[config.mk]
export PLATFORM = sky130hd
export DESIGN_NAME = camera_centroid_top
export DESIGN_NICKNAME = d
export VERILOG_FILES = /design/src/camcent_pkg.sv /design/src/ov7670_capture.sv /design/src/color_filter.sv /design/src/centroid_calc.sv /design/src/camera_centroid_top.sv
export SDC_FILE = /design/constraint.sdc
export NUM_CORES = 1
export LEC_CHECK = 0
export ABC_AREA = 1
export BUFFER_PORTS_ARGS = -buffer_cell sky130_fd_sc_hd__buf_2
export CAP_MARGIN = 20
export CORE_ASPECT_RATIO = 0.5
export CORE_MARGIN = 2
export CORE_UTILIZATION = 45
export CTS_BUF_LIST = sky130_fd_sc_hd__clkbuf_2
export CTS_CLUSTER_SIZE = 16
export DETAILED_ROUTE_END_ITERATION = 8
export SETUP_SLACK_MARGIN = 0.02
export SYNTH_ARGS = -nofsm -noshare
export SYNTH_HDL_FRONTEND = slang
export SYNTH_SLANG_ARGS = --single-unit
[constraint.sdc]
create_clock -name clk -period 5.5 [get_ports clk]
set_input_delay 0 -clock clk [delete_from_list [all_inputs] [get_ports clk]]
set_output_delay 0 -clock clk [all_outputs]
set_load 0.05 [all_outputs]
[src/camcent_pkg.sv]
// camera centroid shared types
package camcent_pkg;

  localparam int COL_W = 8;  // up to 256 columns
  localparam int ROW_W = 7;  // up to 128 rows

  // channel thresholds for color classification
  localparam logic [3:0] CH_HIGH = 4'd10;
  localparam logic [3:0] CH_LOW  = 4'd5;

  typedef struct packed {
    logic [3:0] red;
    logic [3:0] green;
    logic [3:0] blue;
  } rgb444_t;

  // one pixel moving down the pipeline
  typedef struct packed {
    logic             valid;  // single cycle strobe
    rgb444_t          pxl;
    logic [COL_W-1:0] col;
    logic [ROW_W-1:0] row;
    logic             last;   // final pixel of the frame
  } pxl_beat_t;

  typedef enum logic [1:0] {
    FILT_NONE,
    FILT_RED,
    FILT_GREEN,
    FILT_BLUE
  } filt_mode_e;

  typedef enum logic [1:0] {
    CAP_WAIT_FRAME,
    CAP_BYTE_HI,
    CAP_BYTE_LO
  } cap_state_e;

endpackage

[src/ov7670_capture.sv]
// ov7670 pixel capture
`timescale 1ns/1ps

module ov7670_capture import camcent_pkg::*; #(
  parameter int img_cols = 160,
  parameter int img_rows = 120,
  parameter bit swap_rb  = 1'b1
) (
  input  logic       clk,
  input  logic       rst_n,
  input  logic       pclk,
  input  logic       vsync,
  input  logic       href,
  input  logic [7:0] cam_data,
  output pxl_beat_t  cap_beat
);

  logic [2:0]       ctl_s1;      // {vsync, href, pclk}
  logic [2:0]       ctl_s2;
  logic [7:0]       data_s1;
  logic [7:0]       data_s2;
  logic [7:0]       data_q;
  logic             pclk_prev;
  logic             vsync_prev;  // also the vsync level at the edge stage
  logic             pclk_rise;
  logic             vsync_rise;
  logic             vsync_fall;
  logic             href_q;

  cap_state_e       state;
  logic [COL_W-1:0] col_cnt;
  logic [ROW_W-1:0] row_cnt;
  logic [3:0]       red_nib;     // low nibble of the first byte
  logic             byte_hit;
  logic             end_col;
  logic             end_frame;
  rgb444_t          pxl_in;

  // two sync flops then a registered edge detect
  always_ff @(posedge clk or negedge rst_n) begin
    if (!rst_n) begin
      ctl_s1     <= '0;
      ctl_s2     <= '0;
      pclk_prev  <= 1'b0;
      vsync_prev <= 1'b0;
      pclk_rise  <= 1'b0;
      vsync_rise <= 1'b0;
      vsync_fall <= 1'b0;
      href_q     <= 1'b0;
    end else begin
      ctl_s1     <= {vsync, href, pclk};
      ctl_s2     <= ctl_s1;
      pclk_prev  <= ctl_s2[0];
      vsync_prev <= ctl_s2[2];
      pclk_rise  <= ctl_s2[0] & ~pclk_prev;
      vsync_rise <= ctl_s2[2] & ~vsync_prev;
      vsync_fall <= ~ctl_s2[2] & vsync_prev;
      href_q     <= ctl_s2[1];
    end
  end

  // byte bus delayed to line up with pclk_rise
  always_ff @(posedge clk) begin
    data_s1 <= cam_data;
    data_s2 <= data_s1;
    data_q  <= data_s2;
  end

  assign byte_hit  = pclk_rise & href_q;  // bytes outside href dropped
  assign end_col   = (col_cnt == COL_W'(img_cols - 1));
  assign end_frame = end_col && (row_cnt == ROW_W'(img_rows - 1));

  // second byte holds green and blue
  always_comb begin
    pxl_in.green = data_q[7:4];
    if (swap_rb) begin
      pxl_in.red  = data_q[3:0];
      pxl_in.blue = red_nib;
    end else begin
      pxl_in.red  = red_nib;
      pxl_in.blue = data_q[3:0];
    end
  end

  always_ff @(posedge clk) begin
    if (state == CAP_BYTE_HI && byte_hit)
      red_nib <= data_q[3:0];
  end

  always_ff @(posedge clk or negedge rst_n) begin
    if (!rst_n) begin
      state    <= CAP_WAIT_FRAME;
      col_cnt  <= '0;
      row_cnt  <= '0;
      cap_beat <= '0;
    end else begin
      cap_beat.valid <= 1'b0;
      if (vsync_rise) begin  // restart, even mid frame
        state   <= CAP_WAIT_FRAME;
        col_cnt <= '0;
        row_cnt <= '0;
      end else begin
        unique case (state)
          CAP_WAIT_FRAME: begin
            if (vsync_fall)
              state <= CAP_BYTE_HI;
          end
          CAP_BYTE_HI: begin
            if (byte_hit)
              state <= CAP_BYTE_LO;
          end
          CAP_BYTE_LO: begin
            if (byte_hit) begin
              cap_beat <= '{valid: 1'b1, pxl: pxl_in, col: col_cnt,
                            row: row_cnt, last: end_frame};
              state    <= end_frame ? CAP_WAIT_FRAME : CAP_BYTE_HI;
              if (end_col) begin
                col_cnt <= '0;
                row_cnt <= end_frame ? '0 : row_cnt + 1'b1;
              end else begin
                col_cnt <= col_cnt + 1'b1;
              end
            end
          end
          default: state <= CAP_WAIT_FRAME;
        endcase
      end
    end
  end

endmodule

[src/color_filter.sv]
// color filter stage
`timescale 1ns/1ps

module color_filter import camcent_pkg::*; (
  input  logic       clk,
  input  logic       rst_n,
  input  logic       proc_ctrl,
  input  pxl_beat_t  cap_beat,
  output pxl_beat_t  proc_beat,
  output logic       match,
  output filt_mode_e filt_mode
);

  logic [2:0] btn_sync;  // two sync flops plus previous level
  logic       btn_rise;
  logic       hit;

  // selected channel strong, the other two weak
  function automatic logic dominant(input logic [3:0] sel,
                                    input logic [3:0] oth_a,
                                    input logic [3:0] oth_b);
    return (sel >= CH_HIGH) && (oth_a <= CH_LOW) && (oth_b <= CH_LOW);
  endfunction

  assign btn_rise = btn_sync[1] & ~btn_sync[2];

  always_ff @(posedge clk or negedge rst_n) begin
    if (!rst_n) begin
      btn_sync  <= '0;
      filt_mode <= FILT_NONE;
    end else begin
      btn_sync <= {btn_sync[1:0], proc_ctrl};
      if (btn_rise)
        filt_mode <= filt_mode_e'(filt_mode + 2'd1);  // BLUE wraps to NONE
    end
  end

  always_comb begin
    unique case (filt_mode)
      FILT_RED:   hit = dominant(cap_beat.pxl.red, cap_beat.pxl.green, cap_beat.pxl.blue);
      FILT_GREEN: hit = dominant(cap_beat.pxl.green, cap_beat.pxl.red, cap_beat.pxl.blue);
      FILT_BLUE:  hit = dominant(cap_beat.pxl.blue, cap_beat.pxl.red, cap_beat.pxl.green);
      default:    hit = 1'b0;
    endcase
  end

  // one register stage, position fields copied through
  always_ff @(posedge clk or negedge rst_n) begin
    if (!rst_n) begin
      proc_beat <= '0;
      match     <= 1'b0;
    end else begin
      proc_beat <= cap_beat;
      match     <= cap_beat.valid & hit;
      if (filt_mode != FILT_NONE && !hit)
        proc_beat.pxl <= '0;  // black out the rest
    end
  end

endmodule

[src/centroid_calc.sv]
// frame centroid and proximity
`timescale 1ns/1ps

module centroid_calc import camcent_pkg::*; #(
  parameter int img_cols   = 160,
  parameter int img_rows   = 120,
  parameter int prox_shift = 11
) (
  input  logic       clk,
  input  logic       rst_n,
  input  pxl_beat_t  proc_beat,
  input  logic       match,
  output logic [7:0] centroid,
  output logic [2:0] proximity,
  output logic       found,
  output logic       result_valid
);

  localparam int CNT_W = $clog2(img_cols * img_rows + 1);
  localparam int SUM_W = CNT_W + COL_W;  // column sum never overflows

  logic [SUM_W-1:0] acc_sum;
  logic [SUM_W-1:0] sum_next;
  logic [CNT_W-1:0] acc_cnt;
  logic [CNT_W-1:0] cnt_next;
  logic             frame_start;
  logic             snap;

  logic [SUM_W-1:0] rem;       // running remainder
  logic [SUM_W-1:0] dvs;       // count, shifted down each step
  logic [CNT_W-1:0] cnt_snap;
  logic [7:0]       quo;
  logic [2:0]       step;
  logic             busy;
  logic             done;
  logic [CNT_W-1:0] prox_full;

  // pixel 0,0 starts fresh, drops leftovers of a cut frame
  assign frame_start = (proc_beat.col == '0) && (proc_beat.row == '0);
  assign snap        = proc_beat.valid & proc_beat.last;

  always_comb begin
    sum_next = frame_start ? '0 : acc_sum;
    cnt_next = frame_start ? '0 : acc_cnt;
    if (match) begin
      sum_next = sum_next + SUM_W'(proc_beat.col);
      cnt_next = cnt_next + 1'b1;
    end
  end

  always_ff @(posedge clk or negedge rst_n) begin
    if (!rst_n) begin
      acc_sum <= '0;
      acc_cnt <= '0;
    end else if (proc_beat.valid) begin
      if (proc_beat.last) begin
        acc_sum <= '0;
        acc_cnt <= '0;
      end else begin
        acc_sum <= sum_next;
        acc_cnt <= cnt_next;
      end
    end
  end

  // restoring divider, one quotient bit per cycle, msb first
  always_ff @(posedge clk) begin
    if (snap) begin
      rem      <= sum_next;
      dvs      <= SUM_W'(cnt_next) << 7;
      cnt_snap <= cnt_next;
    end else if (busy) begin
      if (rem >= dvs) begin
        rem <= rem - dvs;
        quo <= {quo[6:0], 1'b1};
      end else begin
        quo <= {quo[6:0], 1'b0};
      end
      dvs <= dvs >> 1;
    end
  end

  always_ff @(posedge clk or negedge rst_n) begin
    if (!rst_n) begin
      busy <= 1'b0;
      step <= '0;
      done <= 1'b0;
    end else begin
      done <= 1'b0;
      if (snap) begin
        busy <= 1'b1;
        step <= '0;
      end else if (busy) begin
        step <= step + 1'b1;
        if (step == 3'd7) begin  // eighth bit done
          busy <= 1'b0;
          done <= 1'b1;
        end
      end
    end
  end

  assign prox_full = cnt_snap >> prox_shift;

  // results held until the next frame ends
  always_ff @(posedge clk or negedge rst_n) begin
    if (!rst_n) begin
      centroid     <= '0;
      proximity    <= '0;
      found        <= 1'b0;
      result_valid <= 1'b0;
    end else begin
      result_valid <= done;
      if (done) begin
        found     <= (cnt_snap != '0);
        centroid  <= (cnt_snap != '0) ? quo : '0;  // zero divisor gives all ones
        proximity <= (prox_full > 7) ? 3'd7 : prox_full[2:0];
      end
    end
  end

endmodule

[src/camera_centroid_top.sv]
// camera centroid tracker top
`timescale 1ns/1ps

module camera_centroid_top import camcent_pkg::*; #(
  parameter int img_cols   = 160,  // QQVGA
  parameter int img_rows   = 120,
  parameter bit swap_rb    = 1'b1, // sensor sends red and blue swapped
  parameter int prox_shift = 11
) (
  input  logic       clk,
  input  logic       rst_n,
  // camera
  input  logic       pclk,
  input  logic       vsync,
  input  logic       href,
  input  logic [7:0] cam_data,
  // filter select button
  input  logic       proc_ctrl,
  output pxl_beat_t  proc_beat,
  output filt_mode_e filt_mode,
  output logic [7:0] centroid,
  output logic [2:0] proximity,
  output logic       found,
  output logic       result_valid
);

  pxl_beat_t cap_beat;
  logic      match;

  ov7670_capture #(
    .img_cols (img_cols),
    .img_rows (img_rows),
    .swap_rb  (swap_rb)
  ) capture_i (
    .clk      (clk),
    .rst_n    (rst_n),
    .pclk     (pclk),
    .vsync    (vsync),
    .href     (href),
    .cam_data (cam_data),
    .cap_beat (cap_beat)
  );

  color_filter filter_i (
    .clk       (clk),
    .rst_n     (rst_n),
    .proc_ctrl (proc_ctrl),
    .cap_beat  (cap_beat),
    .proc_beat (proc_beat),
    .match     (match),
    .filt_mode (filt_mode)
  );

  centroid_calc #(
    .img_cols     (img_cols),
    .img_rows     (img_rows),
    .prox_shift   (prox_shift)
  ) centroid_i (
    .clk          (clk),
    .rst_n        (rst_n),
    .proc_beat    (proc_beat),
    .match        (match),
    .centroid     (centroid),
    .proximity    (proximity),
    .found        (found),
    .result_valid (result_valid)
  );

endmodule

Word level (Yosys, flattened, before mapping)
Cells that the tools add are included.
- bits in registers: 245
- logic and storage cells: 154
- order comparisons: 8
- mux-type cells: 42
- bitwise operators: 13
- equality and inequality tests: 11
- reductions and logical operators: 27
- add/subtract/negate cells: 7
- operators with widths (kind ; number):
    $mux 23 ; 6
    $mux 29 ; 3
    $mux 15 ; 3
    $mux 22 ; 2
    $mux 8 ; 5
    $mux 7 ; 5
    $add 23x8->23 ; 1
    $ge 23x22->1 ; 1
    $sub 23x22->23 ; 1
    $add 15x1->15 const B ; 1
    $reduce_bool 15->1 ; 1
    $ge 4x4->1 const B ; 3
    $le 4x3->1 const B ; 3
    $mux 12 ; 1
    $reduce_bool 2->1 ; 6
    $logic_and 1x1->1 ; 10
    $mux 3 ; 3
    $ne 3x1->1 const B ; 3
    $reduce_and 3->1 ; 3
    $add 8x1->8 const B ; 1
    $eq 8x8->1 const B ; 1
    $logic_not 8->1 ; 1
    $mux 1 ; 8
    $mux 2 ; 4
    16 further kinds ; 32

Logic depth before layout (Yosys ltp)
Gate-level depths: netlist of run 1.
- depth in word-level cells: 7
- mapped depth: 20
- mapped depth without buffers: 18

Cells and area by module
Synthesis of run 1 repeated with hierarchy kept, for this count alone.
- cells, all modules: 1358
- area, all modules: 11765.0 µm²
- modules (own cells, without submodules) (module ; cells an instance ; area an instance (µm²) ; sequential area each (µm²) ; times used):
    centroid_calc ; 959 ; 7578.5 ; 3373.2 ; 1
    ov7670_capture ; 304 ; 3024.2 ; 2052.0 ; 1
    color_filter ; 95 ; 1162.4 ; 875.8 ; 1

Worst setup path before layout of run 1
No wires, ideal clock.
- path type: register -> register
- from: register, netlist name filter_i.proc_beat[10]
- to: register centroid_i.rem[13], data pin
- slack: 2550 ps
- clock period less this slack: 2950 ps
- cell stages (with the launch flop): 21
- data arrival time: 2696 ps
- path through: dfrtp_1 > nor2_1 > nand2_1 > nor2_1 > nand2_2 > buf_8 > inv_4 > clkbuf_1 > nor2_1 > ha_1 > inv_1 > o21ai_0 > inv_1 > nand2_1 > nand2_1 > nand3_1 > nand3_1 > nand2_1 > nand2_1 > nand2_1 > nand2_1
- word-level cells in the longest chain between the ends: 6
- ends and longest elaborated chain (item ; line ; text):
    $logic_not 8->1 ; centroid_calc.sv:39 ; assign frame_start = (proc_beat.col == '0) && (proc_beat.row == '0);
    $logic_and 1x1->1 ; centroid_calc.sv:39 ;
    $mux 23 ; centroid_calc.sv:43 ; sum_next = frame_start ? '0 : acc_sum;
    $add 23x8->23 ; centroid_calc.sv:46 ; sum_next = sum_next + SUM_W'(proc_beat.col);
    $mux 23 (*) ; centroid_calc.sv:45 ; if (match) begin
    $mux 23 (*) ; centroid_calc.sv:68 ; if (snap) begin
    to (signal assigned) ; centroid_calc.sv:69 ; rem <= sum_next;
    to (signal assigned) ; centroid_calc.sv:74 ; rem <= rem - dvs;
    to (decl) ; centroid_calc.sv:29 ; logic [SUM_W-1:0] rem;
Mark *: on every way between the ends. The rest lies on a longest branch, timed or not.
A chain may end at the register's enable or synchronous reset.

Final worst setup path of run 1
- from: register, netlist name filter_i.proc_beat[10]
- to: register centroid_i.rem[2], data pin
- word-level cells in the longest chain between the ends: 6
- ends and longest elaborated chain (item ; line):
    $logic_not 8->1 ; centroid_calc.sv:39
    $logic_and 1x1->1 ; centroid_calc.sv:39
    $mux 23 ; centroid_calc.sv:43
    $add 23x8->23 ; centroid_calc.sv:46
    $mux 23 (*) ; centroid_calc.sv:45
    $mux 23 (*) ; centroid_calc.sv:68
Marked as above.

==> impl_results.md, run 1 <==
* LEAKAGE at around 0.0062 uW
* Post-cts resize count at 0
* Post-synthesis sequential area ratio at 54.4%
* Pin count of the biggest net entering global routing at between 90 and 100
* Syn. warnings at 0
* Crit end category: flop
* Final WS setup at 1.86 ns
* Synth Instances at 1313
* Worst Skew at 0.119 ns
* CTS tree: done
* Final hold vios at 0
* Hpwl dp at 20500 um
* FF+latch count, synth at 245
* Worst slew pin tran at 1.04 ns
* Non-Filler Cell Area, Final at 13000 um^2
* Max Slew Vio Count at 0
* Die Span Y at 117 um
* Clock root buffer: clkbuf_2
* # Post-CTS Setup Buffers at 0
* Vias per cell at 5.06
* Worst EP arrival at 4.19 ns
* Die width at 231 um
* Fillcell total at 2424
* Global-route wire length before repair at 46600 um
* WL final at 28600 um
* Vias after detailed routing at 9207
* Power Density at 284 nW/um^2
* Crit start category: flop
* Clock H-tree levels at 2
* Share of cells above drive strength 1 at 13.6%
* TritonCTS Buffers at 55
* Core footprint at 25200 um^2
* Number of library cell types mapped by synthesis at 51
* Crit Path Class: reg -> reg
* Peak fanout along the critical path at 32
* Mapped Area at 11600 um^2
* GRT Overall Usage at between 20% and 30%
* Post-layout min period at 3.64 ns
* Clock transition at the registers of the reported paths at 0.13 ns
* Net Count, Synth at 1365
* Req. time, crit path at between 6 and 7 ns
* Max cap viols at 0
* DRT antenna net count at 0
* Per-cell routed wire length at roughly 16 um
* Die area at around 27000 um^2
* Longest Clk Path Bufs at 3
* Cell row count at about 40
* Vias in the first global route at 9018
* Hold_buf cts at 27
* RePlAce Congestion at 0.937
* DRT Pass-1 Iters at 6
* Total Power at 3690 uW
* Hold WC Path Type: in -> async
* Nets at 1480
* RSZ-0062 raised after global routing: no
* Avg Cell Area, Syn at 8.82 um^2
* DRT iter0 DRCs at 865
* Port bufs at 57
* Io pins at 58
* Post-placement cell area at 12200 um^2
* Final setup vio count at 0
* Initial core utilization at 45.9%
* Area Overhead vs Synth at 12.3%
* Final Cycle Share at 66.2%
* Dpl ws at 2.01 ns
* Fin Setup TNS at 0 ns
* Total gr overflow at 0
* Status: complete, no violations
* Max_slew headroom at a little under a third
* Clk_lat worst skew at 0.90 ns
* Peak VDD IR at roughly 0.00027 V
* Clock Sinks at approximately 250
* Residual DRC at 0
* Initial antenna violation count at 1
* Fmax at 274 MHz
## cells by family (layout without fill, tap and decap cells)
| family | after synthesis | in the layout | synth area share, % |
|---|---|---|---|
| muxes | 1 | 1 | 0.0972 |
| DFF | 245 | 245 | 54.4 |
| other | 0 | 1 | 0 |
| AOI/OAI and AO/OA | 193 | 193 | 9.30 |
| buffers and inverters | 205 | 365 | 7.00 |
| and+or+nand+nor | 603 | 603 | 22.9 |
| xor gates and xnor gates | 28 | 28 | 2.12 |
| adders and majority gates | 38 | 38 | 4.17 |
## metrics by stage
step / instances / hold slack [ns] / utilization [%]
final: 1818 / 0.240 / 51.5
after global routing: 1818 / 0.156 / 51.5
after CTS: 1817 / 0.147 / 51.5
after detailed placement: 1688 / 0.104 / 48.3
after global placement: 1688 / 0.102 / 48.3
after floorplan: 1313 / -0.296 / -
## synthesized netlist by cell type, drive strengths merged
| library cell | n | area (um^2) |
|---|---|---|
| o31ai | 4 | 30.0 |
| o311ai | 1 | 8.76 |
| o21a | 1 | 7.51 |
| o41ai | 1 | 8.76 |
| dfxtp | 31 | 621 |
| a211o | 1 | 8.76 |
| nand4 | 15 | 93.8 |
| nor2 | 114 | 445 |
| o21bai | 3 | 22.5 |
| xor2 | 21 | 184 |
| a21o | 2 | 15.0 |
| nor3 | 21 | 126 |
| o211ai | 2 | 15.0 |
| clkbuf | 22 | 82.6 |
| o22ai | 26 | 163 |
| a21boi | 1 | 7.51 |
| xnor2 | 7 | 61.3 |
| fa | 1 | 20.0 |
| a21oi | 47 | 239 |
| inv | 172 | 648 |
| edfxtp | 65 | 1950 |
| a221oi | 1 | 8.76 |
| nor4 | 11 | 75.1 |
| ha | 37 | 463 |
| nand3 | 107 | 561 |
| buf | 10 | 76.3 |
| o21ai | 99 | 518 |
| mux2 | 1 | 11.3 |
| nor3b | 2 | 15.0 |
| or2 | 8 | 50.1 |
| a31oi | 4 | 25.0 |
| nand2 | 320 | 1250 |
| dfrtp | 149 | 3730 |
| clkinv | 1 | 3.75 |
| and2 | 3 | 18.8 |
| nor4b | 1 | 8.76 |
| and3 | 1 | 6.26 |
## critical path, stage by stage, from the launching register on
cell and delay (ns):
dfrtp_1 0.44, nor2_1 0.11, nand2_1 0.05, nor2_1 0.12
nand2_2 0.50, inv_4 0.42, nor2_1 0.10, ha_1 0.25
ha_1 0.19, or2_2 0.32, or2_2 0.30, a31oi_1 0.35
o21ai_0 0.12
## per-layer routing
layer	vias up	part of all wire, %	track usage [%]
met5	-	0	0
met4	0	1.7	6.05
met3	49	5.4	4.38
met2	233	45	33.5
met1	4333	48	31.2
li1	4592	-	-
## cells in the final DEF (no fill, tap or decap), types with 3 or more instances in the layout
cell / n
dlygate4sd3_1: 26
nand2_1: 303
o21ai_1: 4
or2_2: 8
a21oi_1: 46
o31ai_1: 4
nand2_2: 15
dfxtp_1: 31
buf_2: 56
nor2_1: 107
o22ai_1: 26
and2_1: 3
inv_1: 170
ha_1: 37
buf_4: 6
xnor2_1: 7
nand3_2: 5
o21bai_1: 3
nand4_1: 15
xor2_1: 21
a31oi_1: 4
clkbuf_2: 78
o21ai_2: 6
nor4_1: 10
nor2_2: 7
o21ai_0: 89
nor3_1: 18
dfrtp_1: 149
clkinv_2: 4
nand3_1: 102
edfxtp_1: 65
clkinv_1: 17
## power by group
group / internal, uW / leakage, uW / switching (uW) / total (uW)
logic: 117 / 0.00309 / 399 / 516
registers: 1950 / 0.00272 / 48.5 / 2000
clock network: 439 / 0.000388 / 735 / 1170
total: 2510 / 0.00620 / 1180 / 3690
## state kept, by name, summed over array words and instances, names as in the netlist, 15 cells and up
signal and cells:
centroid_i.cnt_snap 15, centroid_i.acc_cnt 15, filter_i.proc_beat 29, centroid_i.dvs 22
capture_i.cap_beat 29, centroid_i.acc_sum 23, centroid_i.rem 23
## final cells by class
type / instances / area [um^2] / area share [%]
flip-flops and latches: 245 / 6300 / 48.5
multi-input cells: 863 / 4470 / 34.4
inverters: 173 / 652 / 5.01
repair buffers: 90 / 624 / 4.80
well taps: 344 / 430 / 3.31
clock buffers: 78 / 390 / 3.00
clock inverters: 24 / 130 / 1.00
diodes: 1 / 2.50 / 0.0192
## worst paths after layout
check                                          to  cells past startpoint                    from  slack, ns
setup / recovery                centroid_i.rem[2]                     12  filter_i.proc_beat[10]       1.86
hold / removal             centroid_i.acc_sum[20]                      4                   rst_n       0.24
max in group asynchronous   centroid_i.acc_cnt[2]                      4                   rst_n       4.54
min in group clk             capture_i.data_s1[0]                      3             cam_data[0]       0.27
hold reg to reg               capture_i.data_q[3]                      0    capture_i.data_s2[3]       0.33
setup reg to reg                centroid_i.rem[2]                     12  filter_i.proc_beat[10]       1.86
(Power assumes the default switching activity.)
==> run 2, diff against run 1 <==
--- a/config.mk
+++ b/config.mk
@@ -5,7 +5,7 @@
 export SDC_FILE = /design/constraint.sdc
 export NUM_CORES = 1
 export LEC_CHECK = 0
-export ABC_AREA = 1
+export ABC_AREA = 0
 export BUFFER_PORTS_ARGS = -buffer_cell sky130_fd_sc_hd__buf_2
 export CAP_MARGIN = 20
 export CORE_ASPECT_RATIO = 0.5
==> constraint.sdc (replaced) <==
create_clock -name clk -period 3.5 [get_ports clk]
set_input_delay 0 -clock clk [delete_from_list [all_inputs] [get_ports clk]]
set_output_delay 0 -clock clk [all_outputs]
set_load 0.05 [all_outputs]
==> run 2 against run 1 <==
- the run now ends with setup timing left
- non-clock buffer count increased by 69
- synthesized area shrank 3.3%
- via count down 9.5%
- highest routed layer unchanged
- utilization rose by 4.4 points
- critical endpoint is now centroid_i.acc_sum[22]
- clock power increased by 49%
- cell area up 4.2%
- critical path type unchanged
- die area down 3.2%
==> impl_results.md, run 2 <==
* Initial antenna violation count at 0 (-1)
* Sequential Area at 6310 um^2 (+0.18%)
* Pin count of the biggest net entering global routing at 106 (+14%)
* Crit Path Class: reg -> reg
* Number of library cell types mapped by synthesis at 74 (+45%)
* Hold WC Path Type: in -> async
* Clock H-tree levels at 2 (unchanged)
* Failing checks: setup timing
* Worst slew pin tran at 1.04 ns (+0.00723 ns)
* Post-layout min period at 3.78 ns (+0.134 ns)
* Crit end category: flop
* Global-route wire length before repair at 43100 um (-7.6%)
* Commonest non-fill, non-tap cell in the layout: dfrtp_1
* Per-cell routed wire length at 17.3 um (+10%)
* Req. time, crit path at 4.25 ns (-1.80 ns)
* Worst Skew at 0.0750 ns (-0.0443 ns)
* Initial core utilization at 46.3% (+0.37 points)
* Max_slew headroom at 29.8% (-0.76 points)
* Residual DRC at 0 (unchanged)
* Met2 WL at 12000 um (-6.2%)
* Fraction of registers with async set/reset at 60.8% (unchanged)
* Core footprint at 24200 um^2 (-4.0%)
* Non-Filler Cell Area, Final at 13500 um^2 (+4.2%)
* Post-synth EDFFs at 65 (unchanged)
* DRT Pass-1 Iters at 5 (-1)
* Fillcell total at 2137 (-12%)
* CTS tree: done
* Port bufs at 57 (unchanged)
* Final hold vios at 0 (unchanged)
* Non-Filler Instances at 1537 (-15%)
* Vias after detailed routing at 8328 (-9.5%)
* Max cap viols at 0 (unchanged)
* Inst Count DP at 1398 (-17%)
* # diodes at 0 (-1)
* Vias per cell at 5.42 (+7.0%)
* TritonCTS Buffers at 53 (-3.6%)
* Power Density at 376 nW/um^2 (+33%)
* RePlAce Congestion at 0.849 (-9.4%)
* Clock Sinks at 245 (unchanged)
* Post-synthesis sequential area ratio at 56.2% (+1.8 points)
* Die Span Y at 116 um (-1.6%)
* DRT antenna net count at 0 (unchanged)
* Io pins at 58 (unchanged)
* Total Power at 5100 uW (+38%)
* Total gr overflow at 0 (unchanged)
* Leading cell types in the layout, fill and taps excluded: dfrtp_1, clkbuf_2, nor2_1, buf_4, edfxtp_1
* Area Overhead vs Synth at 20.9%
* Crit start category: flop
* Largest cells by area after synthesis: dfrtp_1, edfxtp_1, dfxtp_1
* Final WS setup at -0.277 ns (-2.13 ns)
* Mapped Area at 11200 um^2 (-3.3%)
* Synth Instances at 977 (-26%)
* Cell row count at 40 (-2.4%)
* DRT iter0 DRCs at 665 (-23%)
* Die width at 227 um (-1.6%)
* RSZ-0062 raised after global routing: yes
* Status: finished, violations left
* Count leader, synth: dfrtp_1
* Final setup vio count at 34 (+34)
* GRT Overall Usage at 21.0% (-0.72 points)
* DR WL met3 at 1390 um (-9.6%)
* Peak VDD IR at 0.000364 V (+36%)
* WL final at 26700 um (-6.9%)
* Dominant cell type by area after synthesis: dfrtp_1
* Clock root buffer: clkbuf_2
* Area of the multi-input gates at 4930 um^2 (+10%)
* M1 wire length at 12500 um (-9.7%)
* Top Layer Used: met4
* Max Slew Vio Count at 0 (unchanged)
* Nets at 1209 (-18%)
* Hpwl dp at 17600 um (-14%)
* Clk_lat worst skew at 0.89 ns (about the same)
* Worst EP arrival at 4.53 ns (+0.34 ns)
* Final Cycle Share at 108% (+42 points)
* Synth Flop Type: dfrtp_1
* Biggest regs: capture_i.cap_beat (29), filter_i.proc_beat (29)
* Die area at 26300 um^2 (-3.2%)
* Net Count, Synth at 1029 (-25%)
* Fmax at 265 MHz (-3.5%)
* LEAKAGE at 0.00595 uW (-4.0%)
* Share of cells above drive strength 1 at 27.1% (+13 points)
* Peak fanout along the critical path at 6 (-81%)
* Vias in the first global route at 8314 (-7.8%)
* Top post-synthesis cells by count: dfrtp_1, nor2_1, edfxtp_1
* Post-placement cell area at 12400 um^2 (+1.7%)
* Syn. warnings at 0 (unchanged)
* Avg Cell Area, Syn at 11.5 um^2 (+30%)
* Top cell type's share of synthesized area at 33.3% (+1.1 points)
* FF+latch count, synth at 245 (unchanged)
* Clock transition at the registers of the reported paths at 0.12 ns (about the same)
* Longest Clk Path Bufs at 3 (unchanged)
-- run 2: cell count changes in the layout (fill, tap and decap cells not counted), moves of 41 or more --
cell     previous run  this run
nand2_1           303        56
inv_1             170        51
nand3_1           102        20
buf_4               6        66
o21ai_0            89        39
nor2_1            107        66
-- run 2: power by group --
group	switching, uW	total [uW]	internal (uW)	leakage (uW)
Sequential	51.6	3040	2990	0.00276
Combinational	208	317	109	0.00282
Clock	1130	1740	606	0.000369
-- run 2: final cells by class --
cell class	count	share of cell area (%)
clock inverters	21	0.656
inverters	53	1.47
repair buffers	159	8.88
multi-input cells	645	36.4
flip-flops and latches	245	46.6
clock buffers	78	2.88
well taps	336	3.10
-- run 2: logic make-up (layout without fill, tap and decap cells) --
logic type	Yosys count	after routing	synth area share, %
flops	245	245	56.2
mux	49	49	4.70
xor+xnor	58	58	4.53
simple gates	262	262	12.1
buf+inv	87	311	3.08
compound gates	238	238	15.0
fa+ha+maj	38	38	4.31
-- run 2: path summary, 6_finish.rpt --
kind                                   startpoint                      to  slack (ns)  cells after the start
hold / removal                              rst_n  capture_i.cap_beat[27]        0.29                      4
max in group asynchronous                   rst_n  filter_i.proc_beat[12]        2.64                      4
min in group clk                      cam_data[4]    capture_i.data_s1[4]        0.31                      3
setup / recovery           filter_i.proc_beat[14]  centroid_i.acc_sum[22]       -0.28                     16
setup reg to reg           filter_i.proc_beat[14]  centroid_i.acc_sum[22]       -0.28                     16
hold reg to reg              capture_i.data_s1[2]    capture_i.data_s2[2]        0.32                      0
-- run 2: metrics by stage --
step | hold slack [ns] | setup slack [ns] | setup TNS (ns) | util (%)
floorplan | -0.296 | -0.583 | -13.30 | -
global placement | 0.102 | -0.238 | -3.06 | 51.2
detailed placement | 0.104 | -0.235 | -3.86 | 51.2
CTS | 0.167 | -0.263 | -5.11 | 55.2
global route | 0.191 | -0.451 | -10.69 | 55.9
finish | 0.286 | -0.277 | -4.92 | 55.9
-- run 2: metal layers --
| layer | track usage (%) | up-vias |
|---|---|---|
| li1 | - | 3974 |
| met1 | 28.9 | 4077 |
| met2 | 32.9 | 221 |
| met3 | 4.11 | 56 |
| met4 | 8.89 | 0 |
| met5 | 0 | - |
-- run 2: repair_timing --
action | 4_1_cts | 5_1_grt
buffers inserted | 11 | 6
gates resized for setup | 25 | 31
pin swaps | 14 | 5
hold buffers | 27 | 0
hold endpoints to repair | 161 | 0
setup endpoints to repair | 35 | 53
-- run 2: critical path, stage by stage (launching register included) --
cell	delay, ns
dfrtp_2	0.41
or4_4	0.53
or4_4	0.58
buf_6	0.15
and2_4	0.13
ha_4	0.16
ha_4	0.17
a211oi_4	0.25
o41ai_2	0.17
a211oi_2	0.19
and4bb_4	0.27
buf_6	0.15
buf_4	0.13
buf_6	0.11
a41oi_2	0.11
o21ai_1	0.09
o31ai_1	0.07
